`src/source/core_isa_pkg.sv`:
```
//--------------------------------------------------------------------------
// instruction set view of the core: field widths, opcodes, CSR numbers
// and the instruction word decoded as either R-type or CSR format
//--------------------------------------------------------------------------

package core_isa_pkg;

  // data path and register specifier widths
  localparam int XLEN       = 32;
  localparam int REG_ADDR_W = 5;

  typedef logic [XLEN-1:0]       word_t;
  typedef logic [REG_ADDR_W-1:0] reg_addr_t;
  typedef logic [11:0]           csr_addr_t;

  // major opcodes
  localparam logic [6:0] OPC_OP     = 7'b0110011;
  localparam logic [6:0] OPC_SYSTEM = 7'b1110011;

  // csrr is csrrs with rs1 = x0, csrw is csrrw with rd = x0
  localparam logic [2:0] F3_CSRR = 3'b010;
  localparam logic [2:0] F3_CSRW = 3'b001;

  // funct7 selects add/sub and srl/sra
  localparam logic [6:0] F7_BASE = 7'b0000000;
  localparam logic [6:0] F7_ALT  = 7'b0100000;

  // manager queue CSRs
  localparam csr_addr_t CSR_MNGR2PROC = 12'hFC0;
  localparam csr_addr_t CSR_PROC2MNGR = 12'h7C0;

  // register-register format
  typedef struct packed {
    logic [6:0] funct7;
    reg_addr_t  rs2;
    reg_addr_t  rs1;
    logic [2:0] funct3;
    reg_addr_t  rd;
    logic [6:0] opcode;
  } inst_r_t;

  // CSR format, csr sits where funct7 and rs2 are in R-type
  typedef struct packed {
    csr_addr_t  csr;
    reg_addr_t  rs1;
    logic [2:0] funct3;
    reg_addr_t  rd;
    logic [6:0] opcode;
  } inst_csr_t;

  // one 32-bit word, two readings
  typedef union packed {
    inst_r_t   r;
    inst_csr_t c;
  } inst_t;

endpackage

```
`src/source/core_pipe_pkg.sv`:
```
//--------------------------------------------------------------------------
// pipeline view of the core: ALU functions, stage-to-stage records,
// credit channel records and the credit count of each channel
//--------------------------------------------------------------------------

package core_pipe_pkg;

  import core_isa_pkg::*;

  // ALU function codes
  typedef enum logic [3:0] {
    ALU_ADD    = 4'd0,
    ALU_SUB    = 4'd1,
    ALU_AND    = 4'd2,
    ALU_OR     = 4'd3,
    ALU_XOR    = 4'd4,
    ALU_SLT    = 4'd5,
    ALU_SLTU   = 4'd6,
    ALU_SRA    = 4'd7,
    ALU_SRL    = 4'd8,
    ALU_SLL    = 4'd9,
    ALU_PASS_A = 4'd11
  } alu_fn_t;

  // decode to execute
  typedef struct packed {
    alu_fn_t   alu_fn;
    word_t     op_a;
    word_t     op_b;
    reg_addr_t rd;
    logic      wen;
    logic      to_mngr;
  } exec_op_t;

  // execute to result
  typedef struct packed {
    word_t     value;
    reg_addr_t rd;
    logic      wen;
    logic      to_mngr;
  } result_t;

  // pending register write, seen by the hazard check in decode
  typedef struct packed {
    logic      wen;
    reg_addr_t rd;
  } dest_t;

  // credit channels, valid is one beat and spends one credit
  typedef struct packed {
    logic  valid;
    inst_t inst;
  } inst_chan_t;

  typedef struct packed {
    logic  valid;
    word_t data;
  } word_chan_t;

  localparam int INST_CREDITS = 4;
  localparam int MNGR_CREDITS = 2;
  localparam int OUT_CREDITS  = 2;

endpackage

```
`src/source/alu_execute.sv`:
```
//--------------------------------------------------------------------------
// X stage; one pipeline register and the ALU, holds while W holds
//--------------------------------------------------------------------------

`timescale 1ns/100ps

module alu_execute (
  input  logic                    clk,
  input  logic                    reset,
  input  logic                    issue,
  input  core_pipe_pkg::exec_op_t op,
  input  logic                    w_hold,
  output logic                    x_hold,
  output core_pipe_pkg::dest_t    x_dest,
  output logic                    res_valid,
  output core_pipe_pkg::result_t  res
);

  import core_isa_pkg::*;
  import core_pipe_pkg::*;

  logic     full;
  exec_op_t op_x;
  word_t    alu_out;
  logic [4:0] shamt;

  // full entry cannot move while W is stuck
  assign x_hold = full && w_hold;

  always_ff @(posedge clk) begin
    if (reset)
      full <= 1'b0;
    else if (!x_hold)
      full <= issue;
  end

  // payload
  always_ff @(posedge clk) begin
    if (!x_hold && issue)
      op_x <= op;
  end

  // pending write for the hazard check in D
  assign x_dest.wen = full && op_x.wen;
  assign x_dest.rd  = op_x.rd;

  //------------------------------------------------------------------------
  // ALU
  //------------------------------------------------------------------------

  assign shamt = op_x.op_b[4:0];

  always_comb begin
    case (op_x.alu_fn)
      ALU_ADD:    alu_out = op_x.op_a + op_x.op_b;
      ALU_SUB:    alu_out = op_x.op_a - op_x.op_b;
      ALU_AND:    alu_out = op_x.op_a & op_x.op_b;
      ALU_OR:     alu_out = op_x.op_a | op_x.op_b;
      ALU_XOR:    alu_out = op_x.op_a ^ op_x.op_b;
      ALU_SLT:    alu_out = word_t'($signed(op_x.op_a) < $signed(op_x.op_b));
      ALU_SLTU:   alu_out = word_t'(op_x.op_a < op_x.op_b);
      ALU_SLL:    alu_out = op_x.op_a << shamt;
      ALU_SRL:    alu_out = op_x.op_a >> shamt;
      ALU_SRA:    alu_out = word_t'($signed(op_x.op_a) >>> shamt);
      ALU_PASS_A: alu_out = op_x.op_a;
      default:    alu_out = '0;
    endcase
  end

  // W takes this whenever it is not holding
  assign res_valid   = full;
  assign res.value   = alu_out;
  assign res.rd      = op_x.rd;
  assign res.wen     = op_x.wen;
  assign res.to_mngr = op_x.to_mngr;

endmodule

```
`src/source/credit_queue.sv`:
```
//--------------------------------------------------------------------------
// receive FIFO for a credit channel; one credit goes back per dequeue,
// DEPTH must match the credits the sender starts with
//--------------------------------------------------------------------------

`timescale 1ns/100ps

module credit_queue #(
  parameter int DEPTH = 2
) (
  input  logic                      clk,
  input  logic                      reset,
  input  core_pipe_pkg::word_chan_t in,
  output logic                      credit,
  input  logic                      deq,
  output core_isa_pkg::word_t       head,
  output logic                      head_valid
);

  import core_isa_pkg::*;

  word_t                        mem [DEPTH];
  logic [$clog2(DEPTH)-1:0]     wr_ptr;
  logic [$clog2(DEPTH)-1:0]     rd_ptr;
  logic [$clog2(DEPTH+1)-1:0]   count;
  logic                         do_deq;

  // pointer step with wrap at DEPTH
  function automatic logic [$clog2(DEPTH)-1:0] next_ptr(
    input logic [$clog2(DEPTH)-1:0] p
  );
    return (p == ($clog2(DEPTH))'(DEPTH - 1)) ? '0 : p + 1'b1;
  endfunction

  assign head_valid = (count != '0);
  assign head       = mem[rd_ptr];

  // a dequeue of an empty queue is ignored
  assign do_deq = deq && head_valid;
  // slot freed now, credit back now
  assign credit = do_deq;

  always_ff @(posedge clk) begin
    if (reset) begin
      wr_ptr <= '0;
      rd_ptr <= '0;
      count  <= '0;
    end else begin
      if (in.valid)
        wr_ptr <= next_ptr(wr_ptr);
      if (do_deq)
        rd_ptr <= next_ptr(rd_ptr);
      // sender never writes without a credit, so no overflow check
      if (in.valid && !do_deq)
        count <= count + 1'b1;
      else if (!in.valid && do_deq)
        count <= count - 1'b1;
    end
  end

  // storage
  always_ff @(posedge clk) begin
    if (in.valid)
      mem[wr_ptr] <= in.data;
  end

endmodule

```
`src/source/inst_decode.sv`:
```
//--------------------------------------------------------------------------
// D stage; buffers instructions and manager words, decodes the head,
// reads operands and issues to X when no hazard or hold is present
//--------------------------------------------------------------------------

`timescale 1ns/100ps

module inst_decode (
  input  logic                      clk,
  input  logic                      reset,
  input  core_pipe_pkg::inst_chan_t inst_in,
  output logic                      inst_credit,
  input  core_pipe_pkg::word_chan_t mngr_in,
  output logic                      mngr_credit,
  output core_isa_pkg::reg_addr_t   raddr_a,
  output core_isa_pkg::reg_addr_t   raddr_b,
  input  core_isa_pkg::word_t       rdata_a,
  input  core_isa_pkg::word_t       rdata_b,
  input  core_pipe_pkg::dest_t      x_dest,
  input  core_pipe_pkg::dest_t      w_dest,
  input  logic                      x_hold,
  output logic                      issue,
  output core_pipe_pkg::exec_op_t   op
);

  import core_isa_pkg::*;
  import core_pipe_pkg::*;

  word_chan_t iq_in;
  word_t      iq_head;
  word_t      mq_head;
  logic       iq_valid;
  logic       mq_valid;
  inst_t      inst;
  logic       use_a;
  logic       use_b;
  logic       need_mngr;
  logic       hazard;

  // true if a younger stage will write this source register
  function automatic logic hits(input reg_addr_t rs, input dest_t d);
    return d.wen && (d.rd != '0) && (d.rd == rs);
  endfunction

  //------------------------------------------------------------------------
  // input queues
  //------------------------------------------------------------------------

  // instructions travel through the queue as plain words
  assign iq_in.valid = inst_in.valid;
  assign iq_in.data  = inst_in.inst;

  credit_queue #(.DEPTH(INST_CREDITS)) i_inst_queue (
    .clk        (clk),
    .reset      (reset),
    .in         (iq_in),
    .credit     (inst_credit),
    .deq        (issue),
    .head       (iq_head),
    .head_valid (iq_valid)
  );

  // csrr consumes a manager word only when it issues
  credit_queue #(.DEPTH(MNGR_CREDITS)) i_mngr_queue (
    .clk        (clk),
    .reset      (reset),
    .in         (mngr_in),
    .credit     (mngr_credit),
    .deq        (issue && need_mngr),
    .head       (mq_head),
    .head_valid (mq_valid)
  );

  //------------------------------------------------------------------------
  // decode table
  //------------------------------------------------------------------------

  assign inst    = iq_head;
  // rs1 sits at the same bits in both formats
  assign raddr_a = inst.r.rs1;
  assign raddr_b = inst.r.rs2;

  always_comb begin
    // default is an instruction that writes nothing
    op.alu_fn  = ALU_PASS_A;
    op.op_a    = rdata_a;
    op.op_b    = rdata_b;
    op.rd      = inst.r.rd;
    op.wen     = 1'b0;
    op.to_mngr = 1'b0;
    use_a      = 1'b0;
    use_b      = 1'b0;
    need_mngr  = 1'b0;

    if (inst.r.opcode == OPC_OP) begin
      use_a  = 1'b1;
      use_b  = 1'b1;
      op.wen = 1'b1;
      case (inst.r.funct3)
        3'b000:  op.alu_fn = (inst.r.funct7 == F7_ALT) ? ALU_SUB : ALU_ADD;
        3'b001:  op.alu_fn = ALU_SLL;
        3'b010:  op.alu_fn = ALU_SLT;
        3'b011:  op.alu_fn = ALU_SLTU;
        3'b100:  op.alu_fn = ALU_XOR;
        3'b101:  op.alu_fn = (inst.r.funct7 == F7_ALT) ? ALU_SRA : ALU_SRL;
        3'b110:  op.alu_fn = ALU_OR;
        default: op.alu_fn = ALU_AND;
      endcase
      // alt funct7 is legal only for sub and sra, anything else is a no-op
      if (!(inst.r.funct7 == F7_BASE ||
            (inst.r.funct7 == F7_ALT &&
             (inst.r.funct3 == 3'b000 || inst.r.funct3 == 3'b101)))) begin
        use_a  = 1'b0;
        use_b  = 1'b0;
        op.wen = 1'b0;
      end
    end else if (inst.c.opcode == OPC_SYSTEM) begin
      if (inst.c.funct3 == F3_CSRR && inst.c.csr == CSR_MNGR2PROC) begin
        // csrr passes the manager word through the ALU
        need_mngr = 1'b1;
        op.op_a   = mq_head;
        op.wen    = 1'b1;
      end else if (inst.c.funct3 == F3_CSRW && inst.c.csr == CSR_PROC2MNGR) begin
        use_a      = 1'b1;
        op.to_mngr = 1'b1;
      end
    end
  end

  //------------------------------------------------------------------------
  // stall and issue
  //------------------------------------------------------------------------

  // no bypassing, wait until X and W no longer hold the write
  assign hazard = (use_a && (hits(inst.r.rs1, x_dest) || hits(inst.r.rs1, w_dest)))
               || (use_b && (hits(inst.r.rs2, x_dest) || hits(inst.r.rs2, w_dest)));

  assign issue = iq_valid && !hazard && !x_hold && (!need_mngr || mq_valid);

endmodule

```
`src/source/reg_file.sv`:
```
//--------------------------------------------------------------------------
// integer register file, two combinational reads and one write,
// x0 reads as zero
//--------------------------------------------------------------------------

`timescale 1ns/100ps

module reg_file (
  input  logic                     clk,
  input  core_isa_pkg::reg_addr_t  raddr_a,
  input  core_isa_pkg::reg_addr_t  raddr_b,
  output core_isa_pkg::word_t      rdata_a,
  output core_isa_pkg::word_t      rdata_b,
  input  logic                     wen,
  input  core_isa_pkg::reg_addr_t  waddr,
  input  core_isa_pkg::word_t      wdata
);

  import core_isa_pkg::*;

  // x1..x31 only
  word_t regs [1:31];

  assign rdata_a = (raddr_a == '0) ? '0 : regs[raddr_a];
  assign rdata_b = (raddr_b == '0) ? '0 : regs[raddr_b];

  // writes to x0 are dropped
  always_ff @(posedge clk) begin
    if (wen && waddr != '0)
      regs[waddr] <= wdata;
  end

endmodule

```
`src/source/result_writeback.sv`:
```
//--------------------------------------------------------------------------
// W stage; retires one entry per cycle into the register file and the
// manager output, stalls on csrw while no output credit is left
//--------------------------------------------------------------------------

`timescale 1ns/100ps

module result_writeback (
  input  logic                      clk,
  input  logic                      reset,
  input  logic                      res_valid,
  input  core_pipe_pkg::result_t    res,
  output logic                      w_hold,
  output core_pipe_pkg::dest_t      w_dest,
  output logic                      rf_wen,
  output core_isa_pkg::reg_addr_t   rf_waddr,
  output core_isa_pkg::word_t       rf_wdata,
  output core_pipe_pkg::word_chan_t mngr_out,
  input  logic                      mngr_out_credit,
  output logic                      commit
);

  import core_pipe_pkg::*;

  logic                               valid_w;
  result_t                            entry_w;
  logic [$clog2(OUT_CREDITS+1)-1:0]   out_credits;
  logic                               retire;

  // csrw needs a credit to leave
  assign w_hold = valid_w && entry_w.to_mngr && (out_credits == '0);
  assign retire = valid_w && !w_hold;

  always_ff @(posedge clk) begin
    if (reset)
      valid_w <= 1'b0;
    else if (!w_hold)
      valid_w <= res_valid;
  end

  always_ff @(posedge clk) begin
    if (!w_hold && res_valid)
      entry_w <= res;
  end

  assign w_dest.wen = valid_w && entry_w.wen;
  assign w_dest.rd  = entry_w.rd;

  // register write at retire
  assign rf_wen   = retire && entry_w.wen;
  assign rf_waddr = entry_w.rd;
  assign rf_wdata = entry_w.value;

  // manager output, one beat per csrw
  assign mngr_out.valid = retire && entry_w.to_mngr;
  assign mngr_out.data  = entry_w.value;

  assign commit = retire;

  //------------------------------------------------------------------------
  // output credit counter
  //------------------------------------------------------------------------

  // send and return in the same cycle cancel out
  always_ff @(posedge clk) begin
    if (reset)
      out_credits <= ($clog2(OUT_CREDITS + 1))'(OUT_CREDITS);
    else if (mngr_out.valid && !mngr_out_credit)
      out_credits <= out_credits - 1'b1;
    else if (!mngr_out.valid && mngr_out_credit)
      out_credits <= out_credits + 1'b1;
  end

endmodule

```
`src/source/tiny_core.sv`:
```
//--------------------------------------------------------------------------
// three-stage core top; D, X and W stages around the register file,
// all external traffic on credit channels
//--------------------------------------------------------------------------

`timescale 1ns/100ps

module tiny_core (
  input  logic                      clk,
  input  logic                      reset,
  input  core_pipe_pkg::inst_chan_t inst_in,
  output logic                      inst_credit,
  input  core_pipe_pkg::word_chan_t mngr_in,
  output logic                      mngr_credit,
  output core_pipe_pkg::word_chan_t mngr_out,
  input  logic                      mngr_out_credit,
  output logic                      commit
);

  import core_isa_pkg::*;
  import core_pipe_pkg::*;

  // D to X
  logic      issue;
  exec_op_t  op;
  logic      x_hold;
  dest_t     x_dest;
  // X to W
  logic      res_valid;
  result_t   res;
  logic      w_hold;
  dest_t     w_dest;
  // register file ports
  reg_addr_t raddr_a;
  reg_addr_t raddr_b;
  word_t     rdata_a;
  word_t     rdata_b;
  logic      rf_wen;
  reg_addr_t rf_waddr;
  word_t     rf_wdata;

  inst_decode i_decode (
    .clk         (clk),
    .reset       (reset),
    .inst_in     (inst_in),
    .inst_credit (inst_credit),
    .mngr_in     (mngr_in),
    .mngr_credit (mngr_credit),
    .raddr_a     (raddr_a),
    .raddr_b     (raddr_b),
    .rdata_a     (rdata_a),
    .rdata_b     (rdata_b),
    .x_dest      (x_dest),
    .w_dest      (w_dest),
    .x_hold      (x_hold),
    .issue       (issue),
    .op          (op)
  );

  alu_execute i_execute (
    .clk       (clk),
    .reset     (reset),
    .issue     (issue),
    .op        (op),
    .w_hold    (w_hold),
    .x_hold    (x_hold),
    .x_dest    (x_dest),
    .res_valid (res_valid),
    .res       (res)
  );

  result_writeback i_writeback (
    .clk             (clk),
    .reset           (reset),
    .res_valid       (res_valid),
    .res             (res),
    .w_hold          (w_hold),
    .w_dest          (w_dest),
    .rf_wen          (rf_wen),
    .rf_waddr        (rf_waddr),
    .rf_wdata        (rf_wdata),
    .mngr_out        (mngr_out),
    .mngr_out_credit (mngr_out_credit),
    .commit          (commit)
  );

  reg_file i_reg_file (
    .clk     (clk),
    .raddr_a (raddr_a),
    .raddr_b (raddr_b),
    .rdata_a (rdata_a),
    .rdata_b (rdata_b),
    .wen     (rf_wen),
    .waddr   (rf_waddr),
    .wdata   (rf_wdata)
  );

endmodule

```
`config.mk`:
```
export PLATFORM = sky130hd
export DESIGN_NAME = tiny_core
export DESIGN_NICKNAME = d
export VERILOG_FILES = /design/src/source/core_isa_pkg.sv /design/src/source/core_pipe_pkg.sv /design/src/source/alu_execute.sv /design/src/source/credit_queue.sv /design/src/source/inst_decode.sv /design/src/source/reg_file.sv /design/src/source/result_writeback.sv /design/src/source/tiny_core.sv
export SDC_FILE = /design/constraint.sdc
export NUM_CORES = 2
export LEC_CHECK = 0
export ABC_CLOCK_PERIOD_IN_PS = 6100
export BUFFER_PORTS_ARGS = -buffer_cell sky130_fd_sc_hd__buf_2
export CORE_MARGIN = 3
export CORE_UTILIZATION = 60
export CTS_CLUSTER_SIZE = 25
export DETAILED_ROUTE_END_ITERATION = 6
export PLACE_DENSITY = 0.76
export SLEW_MARGIN = 20
export SYNTH_ARGS = -nofsm -noshare
export SYNTH_HDL_FRONTEND = slang
export SYNTH_SLANG_ARGS = --single-unit
```
`constraint.sdc`:
```
create_clock -name clk -period 6.1 [get_ports clk]
set_input_delay 0.305 -clock clk [delete_from_list [all_inputs] [get_ports clk]]
set_output_delay 0.305 -clock clk [all_outputs]
set_load 0.1 [all_outputs]
```
## After elaboration in Yosys (flattened, before gate mapping)

Memories as Yosys holds them, arrays and structs flattened. A register that Yosys moved wholly into a read port is not among the register bits.
Cells that the tools add are included.

| cells by class | value |
|---|---|
| shifts and indexed selects | 3 |
| eq/ne operators | 27 |
| mux-type cells | 39 |
| order comparisons | 2 |
| bitwise operators | 4 |
| $add $sub $neg | 12 |
| $mul | 0 |
| divide/modulo/power cells | 0 |
| reduce and logical (&&, ||, !) cells | 64 |

Operators with widths:

| kind | number |
|---|---|
| $pmux W32 S11 | 1 |
| $mux W32 | 4 |
| $lt A32 B32 Y1 | 2 |
| $logic_and A1 B1 Y1 | 34 |
| $add A32 B32 Y32 | 1 |
| $and A32 B32 Y32 | 1 |
| $or A32 B32 Y32 | 1 |
| $shl A32 B5 Y32 | 1 |
| $shr A32 B5 Y32 | 1 |
| $sshr A32 B5 Y32 | 1 |
| $sub A32 B32 Y32 | 1 |
| $xor A32 B32 Y32 | 1 |
| $pmux W4 S7 | 1 |
| $mux W1 | 21 |
| $eq A5 B5 Y1 | 4 |
| $mux W2 | 9 |
| $eq A4 B3 Y1 const B | 4 |
| $eq A7 B6 Y1 const B | 2 |
| $eq A12 B11 Y1 const B | 1 |
| $eq A12 B12 Y1 const B | 1 |
| $eq A4 B4 Y1 const B | 3 |
| $logic_not A1 Y1 | 10 |
| $logic_not A5 Y1 | 2 |
| $reduce_bool A5 Y1 | 2 |
| 23 further kinds | 42 |

| word-level totals | value |
|---|---|
| memory bits (writable) | 1184 |
| latch bits | 0 |
| bits in read-only memories | 0 |
| bits in registers | 97 |
| output and inout bits | 36 |
| memories | 3 |
| bits of input ports | 69 |

Memory list:

| name | words | width | rd ports | clocked after Yosys merged registers in | write ports | RTL line | RTL |
|---|---|---|---|---|---|---|---|
| i_reg_file.regs | 31 | 32 | 2 | 1 | 1 | reg_file.sv:22 | `word_t regs [1:31];` |
| i_decode.i_inst_queue.mem | 4 | 32 | 1 | 1 | 1 | credit_queue.sv:22 | `word_t mem [DEPTH];` |
| i_decode.i_mngr_queue.mem | 2 | 32 | 1 | 1 | 1 | credit_queue.sv:22 |  |

## Logic depth before layout (Yosys ltp)

| depth | value |
|---|---|
| word-level depth | 17 |
| mapped depth | 17 |

## Hierarchy

Synthesis repeated with hierarchy kept, for this count alone.

| second synthesis, totals | value |
|---|---|
| cells, all modules | 4598 |
| area total of the unflattened synthesis | 68436.9 sq um |

Modules (own cells, without submodules):

| module | times used | seq. area each (sq um) | area an instance (sq um) | cells each |
|---|---|---|---|---|
| reg_file | 1 | 29788.6 | 46498.3 | 2601 |
| alu_execute | 1 | 2272.2 | 11279.6 | 1389 |
| credit_queue (i_decode.i_inst_queue) | 1 | 4023.9 | 5112.4 | 211 |
| credit_queue (i_decode.i_mngr_queue) | 1 | 2021.9 | 2516.2 | 122 |
| result_writeback | 1 | 1231.2 | 1901.8 | 134 |
| inst_decode | 1 | 0.0 | 1128.6 | 141 |

## Worst setup path after synthesis

OpenSTA, ideal clock, no wires.

| path | value |
|---|---|
| kind | register -> register |
| start point | register (tool-made name) |
| end point | register i_decode.i_mngr_queue.count[1] |
| path slack | 0.040 ns |
| period minus slack after synthesis | 6.060 ns |
| library setup time | 0.070 ns |
| required time | 6.030 ns |
| cell stages (with the launch flop) | 12 |
| data arrival time | 5.990 ns |
| path through | dfxtp_1 > buf_6 > mux4_2 > buf_2 > or4_4 > nor2_4 > nand4bb_1 > nor4_1 > inv_1 > ha_1 > or3_1 > a21oi_1 |

RTL lines:

| what | RTL line | RTL |
|---|---|---|
| to (signal assigned) | credit_queue.sv:55 | `count <= count + 1'b1;` |
| to (signal assigned) | credit_queue.sv:57 | `count <= count - 1'b1;` |
| to (decl) | credit_queue.sv:25 | `logic [$clog2(DEPTH+1)-1:0] count;` |

==> impl_metrics.prom <==
# TYPE chip_impl_metric gauge
chip_impl_metric{name="finish.net_count",unit=""} 4605
chip_impl_metric{name="clock_power_share",unit="%"} 20.0
chip_impl_metric{name="finalWeightedCongestion",unit=""} 0.997
chip_impl_metric{name="dr.first_iter.drc_count",unit=""} 7084
chip_impl_metric{name="mappedNetlistArea",unit="um2"} 67100
chip_impl_metric{name="ctsResizeCount",unit=""} 0
chip_impl_metric{name="max_freq",unit="MHz"} 202
chip_impl_info{name="critical_path_cell_with_the_highest_stage_delay",value="sky130_fd_sc_hd__dfxtp_1"} 1
chip_impl_metric{name="final-max-slew-violation-count",unit=""} 0
chip_impl_metric{name="postCtsHoldBufs",unit=""} 69
chip_impl_metric{name="min_delay_path_depth",unit=""} 5
chip_impl_metric{name="num_antenna_cells",unit=""} 0
chip_impl_info{name="root_buffer_cell",value="sky130_fd_sc_hd__clkbuf_16"} 1
chip_impl_metric{name="synth_enable_flop_cells",unit=""} 1298
chip_impl_metric{name="global_route.usage.met3",unit="%"} 9.71
chip_impl_metric{name="dp_worst_setup_slack",unit="ps"} 1370
chip_impl_metric{name="intPower",unit="mW"} 24.4
chip_impl_metric{name="power-per-cell-area",unit="nW/um2"} 560
chip_impl_metric{name="floorplan.initialDensity",unit="%"} 60.6
chip_impl_metric{name="cp_max_fo",unit=""} 35
chip_impl_metric{name="maxCapViolations",unit=""} 0
chip_impl_metric{name="floorplan.core_area",unit="um2"} 111000
chip_impl_info{name="hp-class",value="input pin to flop"} 1
chip_impl_info{name="gr-max-usage-layer",value="met2"} 1
chip_impl_metric{name="worstPathArrival",unit="ps"} 4660
chip_impl_info{name="timing.critical_path.mode_cell",value="sky130_fd_sc_hd__buf_4"} 1
chip_impl_metric{name="cp_data_required_time",unit="ps"} 5790
chip_impl_metric{name="synthesis.instances",unit=""} 4344
chip_impl_metric{name="grt.overflow.total",unit=""} 0
chip_impl_info{name="violations",value="DRC"} 1
chip_impl_metric{name="num_vias",unit=""} 44300
chip_impl_metric{name="distinct_cell_type_count_of_the_synthesized_netlist",unit=""} 86
chip_impl_metric{name="postCtsSetupRepairBufs",unit=""} 0
chip_impl_info{name="crit_start_category",value="flop"} 1
chip_impl_metric{name="routedWlPerCell",unit="um"} 34.6
chip_impl_metric{name="rr_worst_depth",unit=""} 14
chip_impl_metric{name="measured_slew_at_the_worst_slew_check_pin",unit="ps"} 1180
chip_impl_info{name="worst_setup_path_end_kind",value="output port"} 1
chip_impl_metric{name="synth.avg_cell_area",unit="um2"} 15.5
chip_impl_metric{name="comb_power_share",unit="%"} 48.9
chip_impl_info{name="outcome",value="complete, but fails checks"} 1
chip_impl_metric{name="final.hold.worst_slack",unit="ps"} 80.4
chip_impl_metric{name="worst_skew_pair.late_latency",unit="ps"} 770
chip_impl_metric{name="grt_util_met2",unit="%"} 54.7
chip_impl_metric{name="total_leakage_power",unit="nW"} 24.7
chip_impl_metric{name="timing.final.crit_period",unit="ps"} 4960
chip_impl_metric{name="routed_wl",unit="mm"} 208
chip_impl_metric{name="post-route-drc-count",unit=""} 6
chip_impl_metric{name="max-slew-margin-rel",unit="%"} 21.2
chip_impl_metric{name="post-dp-hpwl",unit="mm"} 128
chip_impl_metric{name="min_period_over_period",unit="%"} 81.3
chip_impl_metric{name="setup_ws",unit="ps"} 1140
chip_impl_info{name="worstSetupPathType",value="flop to output port"} 1
chip_impl_metric{name="cts.reportedPaths.clkPinSlew",unit="ps"} 60
chip_impl_metric{name="clock_buffer_depth",unit=""} 3
chip_impl_metric{name="die_y",unit="um"} 340
chip_impl_metric{name="total_switching_power",unit="mW"} 17.4
chip_impl_metric{name="dr.pass1.iters",unit=""} 7
chip_impl_metric{name="cts-buffers-inserted",unit=""} 136
chip_impl_metric{name="ant_nets",unit=""} 0
chip_impl_info{name="timing.critical_path.cells",value="buf_4, mux4_2, buf_4, xnor2_1, nand4_1, nor3_1, o21ai_1, a22oi_1, nor4_1, buf_2"} 1
chip_impl_metric{name="ys_ff_latch",unit=""} 1316
chip_impl_metric{name="grt_first_pass_wirelength",unit="mm"} 300
chip_impl_metric{name="final_core_utilization",unit="%"} 67.4
chip_impl_metric{name="syn_nets",unit=""} 4521
chip_impl_metric{name="layout-drive-gt1-share",unit="%"} 24.1
chip_impl_metric{name="groute.usage.overall",unit="%"} 35.9
chip_impl_metric{name="yosys_warnings",unit=""} 0
chip_impl_info{name="rsz0062_at_grt",value="no"} 1
chip_impl_metric{name="finClkSkew",unit="ps"} 36.7
chip_impl_metric{name="place.port_buffers",unit=""} 104
chip_impl_metric{name="setup_tns",unit="ps"} 0
chip_impl_metric{name="cts.htree.levels",unit=""} 4
chip_impl_metric{name="die_width",unit="um"} 340
chip_impl_metric{name="cts_num_sinks",unit=""} 1316
chip_impl_metric{name="die_area",unit="um2"} 116000
chip_impl_info{name="synth_ff_type",value="sky130_fd_sc_hd__edfxtp_1"} 1
chip_impl_metric{name="delay_of_the_slowest_cell_on_the_worst_path",unit="ps"} 860
chip_impl_metric{name="grt_start_max_net_pins",unit=""} 135
chip_impl_metric{name="vias_per_inst",unit=""} 7.36
chip_impl_metric{name="seqPwrFrac",unit="%"} 31.1
chip_impl_metric{name="finalSetupViolations",unit=""} 0
chip_impl_metric{name="yosysSeqAreaShare",unit="%"} 58.6
chip_impl_metric{name="layout-area-overhead-vs-synth",unit="%"} 11.3
chip_impl_info{name="cts_tree",value="yes"} 1
chip_impl_metric{name="max-vdd-ir-drop",unit="uV"} 454
chip_impl_metric{name="asyncSetResetFlopFracSynth",unit="%"} 0
chip_impl_metric{name="grt_pass1_vias",unit=""} 43200
chip_impl_metric{name="hold_viol_final",unit=""} 0
chip_impl_metric{name="num_rows",unit=""} 122
chip_impl_metric{name="num_io_pins",unit=""} 105
chip_impl_metric{name="netSwitchingFraction",unit="%"} 41.7
chip_impl_metric{name="globalRouteMet1Util",unit="%"} 48.7
chip_impl_metric{name="grt_antenna_before_repair",unit=""} 3
layer usage:
metal | vias to the layer above | share of wire (%)
met5 | - | 0
met4 | 0 | 5.6
met3 | 673 | 14
met2 | 3558 | 46
met1 | 22300 | 35
li1 | 17800 | -
cell type report:
| cell class | instances | area, um2 |
|---|---|---|
| clock buffer | 164 | 3660 |
| clock inverter | 86 | 787 |
| fill | 7183 | 36100 |
| inverter | 114 | 429 |
| multi-input combinational | 2541 | 26000 |
| sequential | 1316 | 39300 |
| tap | 1488 | 1860 |
| timing repair buffer | 319 | 2590 |
power by group through the flow:
stage	clock, mW	sequential [mW]	combinational [mW]
2_1_floorplan	0	12.8	14.3
3_3_place_gp	0	13.3	19.5
3_5_place_dp	0	13.3	19.6
4_1_cts	8.41	13.1	19.8
5_1_grt	8.78	13.0	21.5
6_report	8.37	13.0	20.5
state kept, by name (all words and copies together) (netlist names), 2 cells and up, named ones only:
signal / flops
i_execute.op_x: 68
i_reg_file.regs: 992
i_writeback.entry_w: 2
i_decode.i_mngr_queue.mem: 64
i_decode.i_inst_queue.mem: 128
i_writeback.rf_waddr: 5
i_decode.i_mngr_queue.count: 2
i_decode.i_inst_queue.wr_ptr: 2
i_decode.i_inst_queue.rd_ptr: 2
i_decode.i_inst_queue.count: 3
i_writeback.out_credits: 2
i_execute.res: 7
i_writeback.rf_wdata: 32
layout by cell type (no fill, tap or decap), drive strengths merged, types with 30 or more instances in the layout:
cell,count
dlygate4sd3,69
a21oi,203
nor2b,57
nor3,41
buf,250
a311oi,30
edfxtp,1298
o211ai,58
o21ai,120
a211oi,179
ha,105
clkinv,60
nor2,284
inv,122
mux4,558
clkbuf,164
mux2i,206
nand2,233
nand3,71
worst max-delay path: cells and delay by family, from the launching register on:
family	cells	cell delay [ps]
and+or+nand+nor	3	850
xor gates and xnor gates	1	140
DFF	1	860
muxes	1	210
buffers and inverters	3	1530
AOI/OAI and AO/OA	2	290
Yosys cell counts, drive strengths merged, types with 7 or more instances:
| master | count | area (um2) |
|---|---|---|
| edfxtp | 1298 | 39000 |
| mux4 | 558 | 12600 |
| nor2 | 284 | 1070 |
| nand2 | 233 | 875 |
| clkbuf | 226 | 848 |
| mux2i | 206 | 2060 |
| a21oi | 203 | 1020 |
| a211oi | 179 | 1340 |
| buf | 147 | 785 |
| o21ai | 120 | 601 |
| inv | 113 | 424 |
| ha | 105 | 1310 |
| nand3 | 71 | 355 |
| o211ai | 58 | 435 |
| nor2b | 57 | 357 |
| nor3 | 41 | 205 |
| a311oi | 30 | 263 |
| mux2 | 24 | 274 |
| a31oi | 22 | 138 |
| a22oi | 20 | 150 |
| xnor2 | 20 | 175 |
| a21o | 19 | 143 |
| a221oi | 18 | 158 |
| dfxtp | 18 | 360 |
| o22ai | 17 | 106 |
| nand2b | 13 | 81.3 |
| nand4 | 13 | 81.3 |
| o31ai | 13 | 97.6 |
| a221o | 12 | 120 |
| nor4 | 12 | 75.1 |
| xor2 | 12 | 105 |
| and2 | 11 | 68.8 |
| o21bai | 11 | 82.6 |
| or3 | 11 | 68.8 |
| a211o | 9 | 78.8 |
| o221ai | 9 | 78.8 |
| a2111oi | 8 | 70.1 |
| a22o | 8 | 70.1 |
| o2111ai | 8 | 70.1 |
| and3 | 7 | 43.8 |
| nor4bb | 7 | 70.1 |
path summary, 6_finish.rpt:
check / from / endpoint / slack (ps)
max: flop / mngr_credit / 1140
min: mngr_out_credit / i_writeback.out_credits[0] / 80
max reg2reg: flop / i_decode.i_inst_queue.count[2] / 1340
min reg2reg: i_execute.res[0] / i_writeback.entry_w[0] / 430
cells by family (layout without fill, tap and decap cells):
| family | after synthesis | after routing | synth area share [%] |
|---|---|---|---|
| AO/OA/AOI/OAI | 819 | 819 | 8.22 |
| AND/OR/NAND/NOR | 794 | 794 | 5.43 |
| multiplexers | 788 | 788 | 22.2 |
| XOR/XNOR | 32 | 32 | 0.418 |
| adder cells (fa/ha/maj) | 108 | 108 | 2.05 |
| flip-flops | 1316 | 1316 | 58.6 |
| buffers and inverters | 487 | 683 | 3.07 |
stage by stage:
stage	cells	total power, mW	cell area, um2
final	6028	41.8	74700
after CTS	6020	41.3	74600
after global placement	5697	32.7	69400
after floorplan	4344	27.1	67100
after detailed placement	5701	32.9	69500
after global routing	6028	43.3	74700
Note: power is estimated with default switching activity, not from simulation.
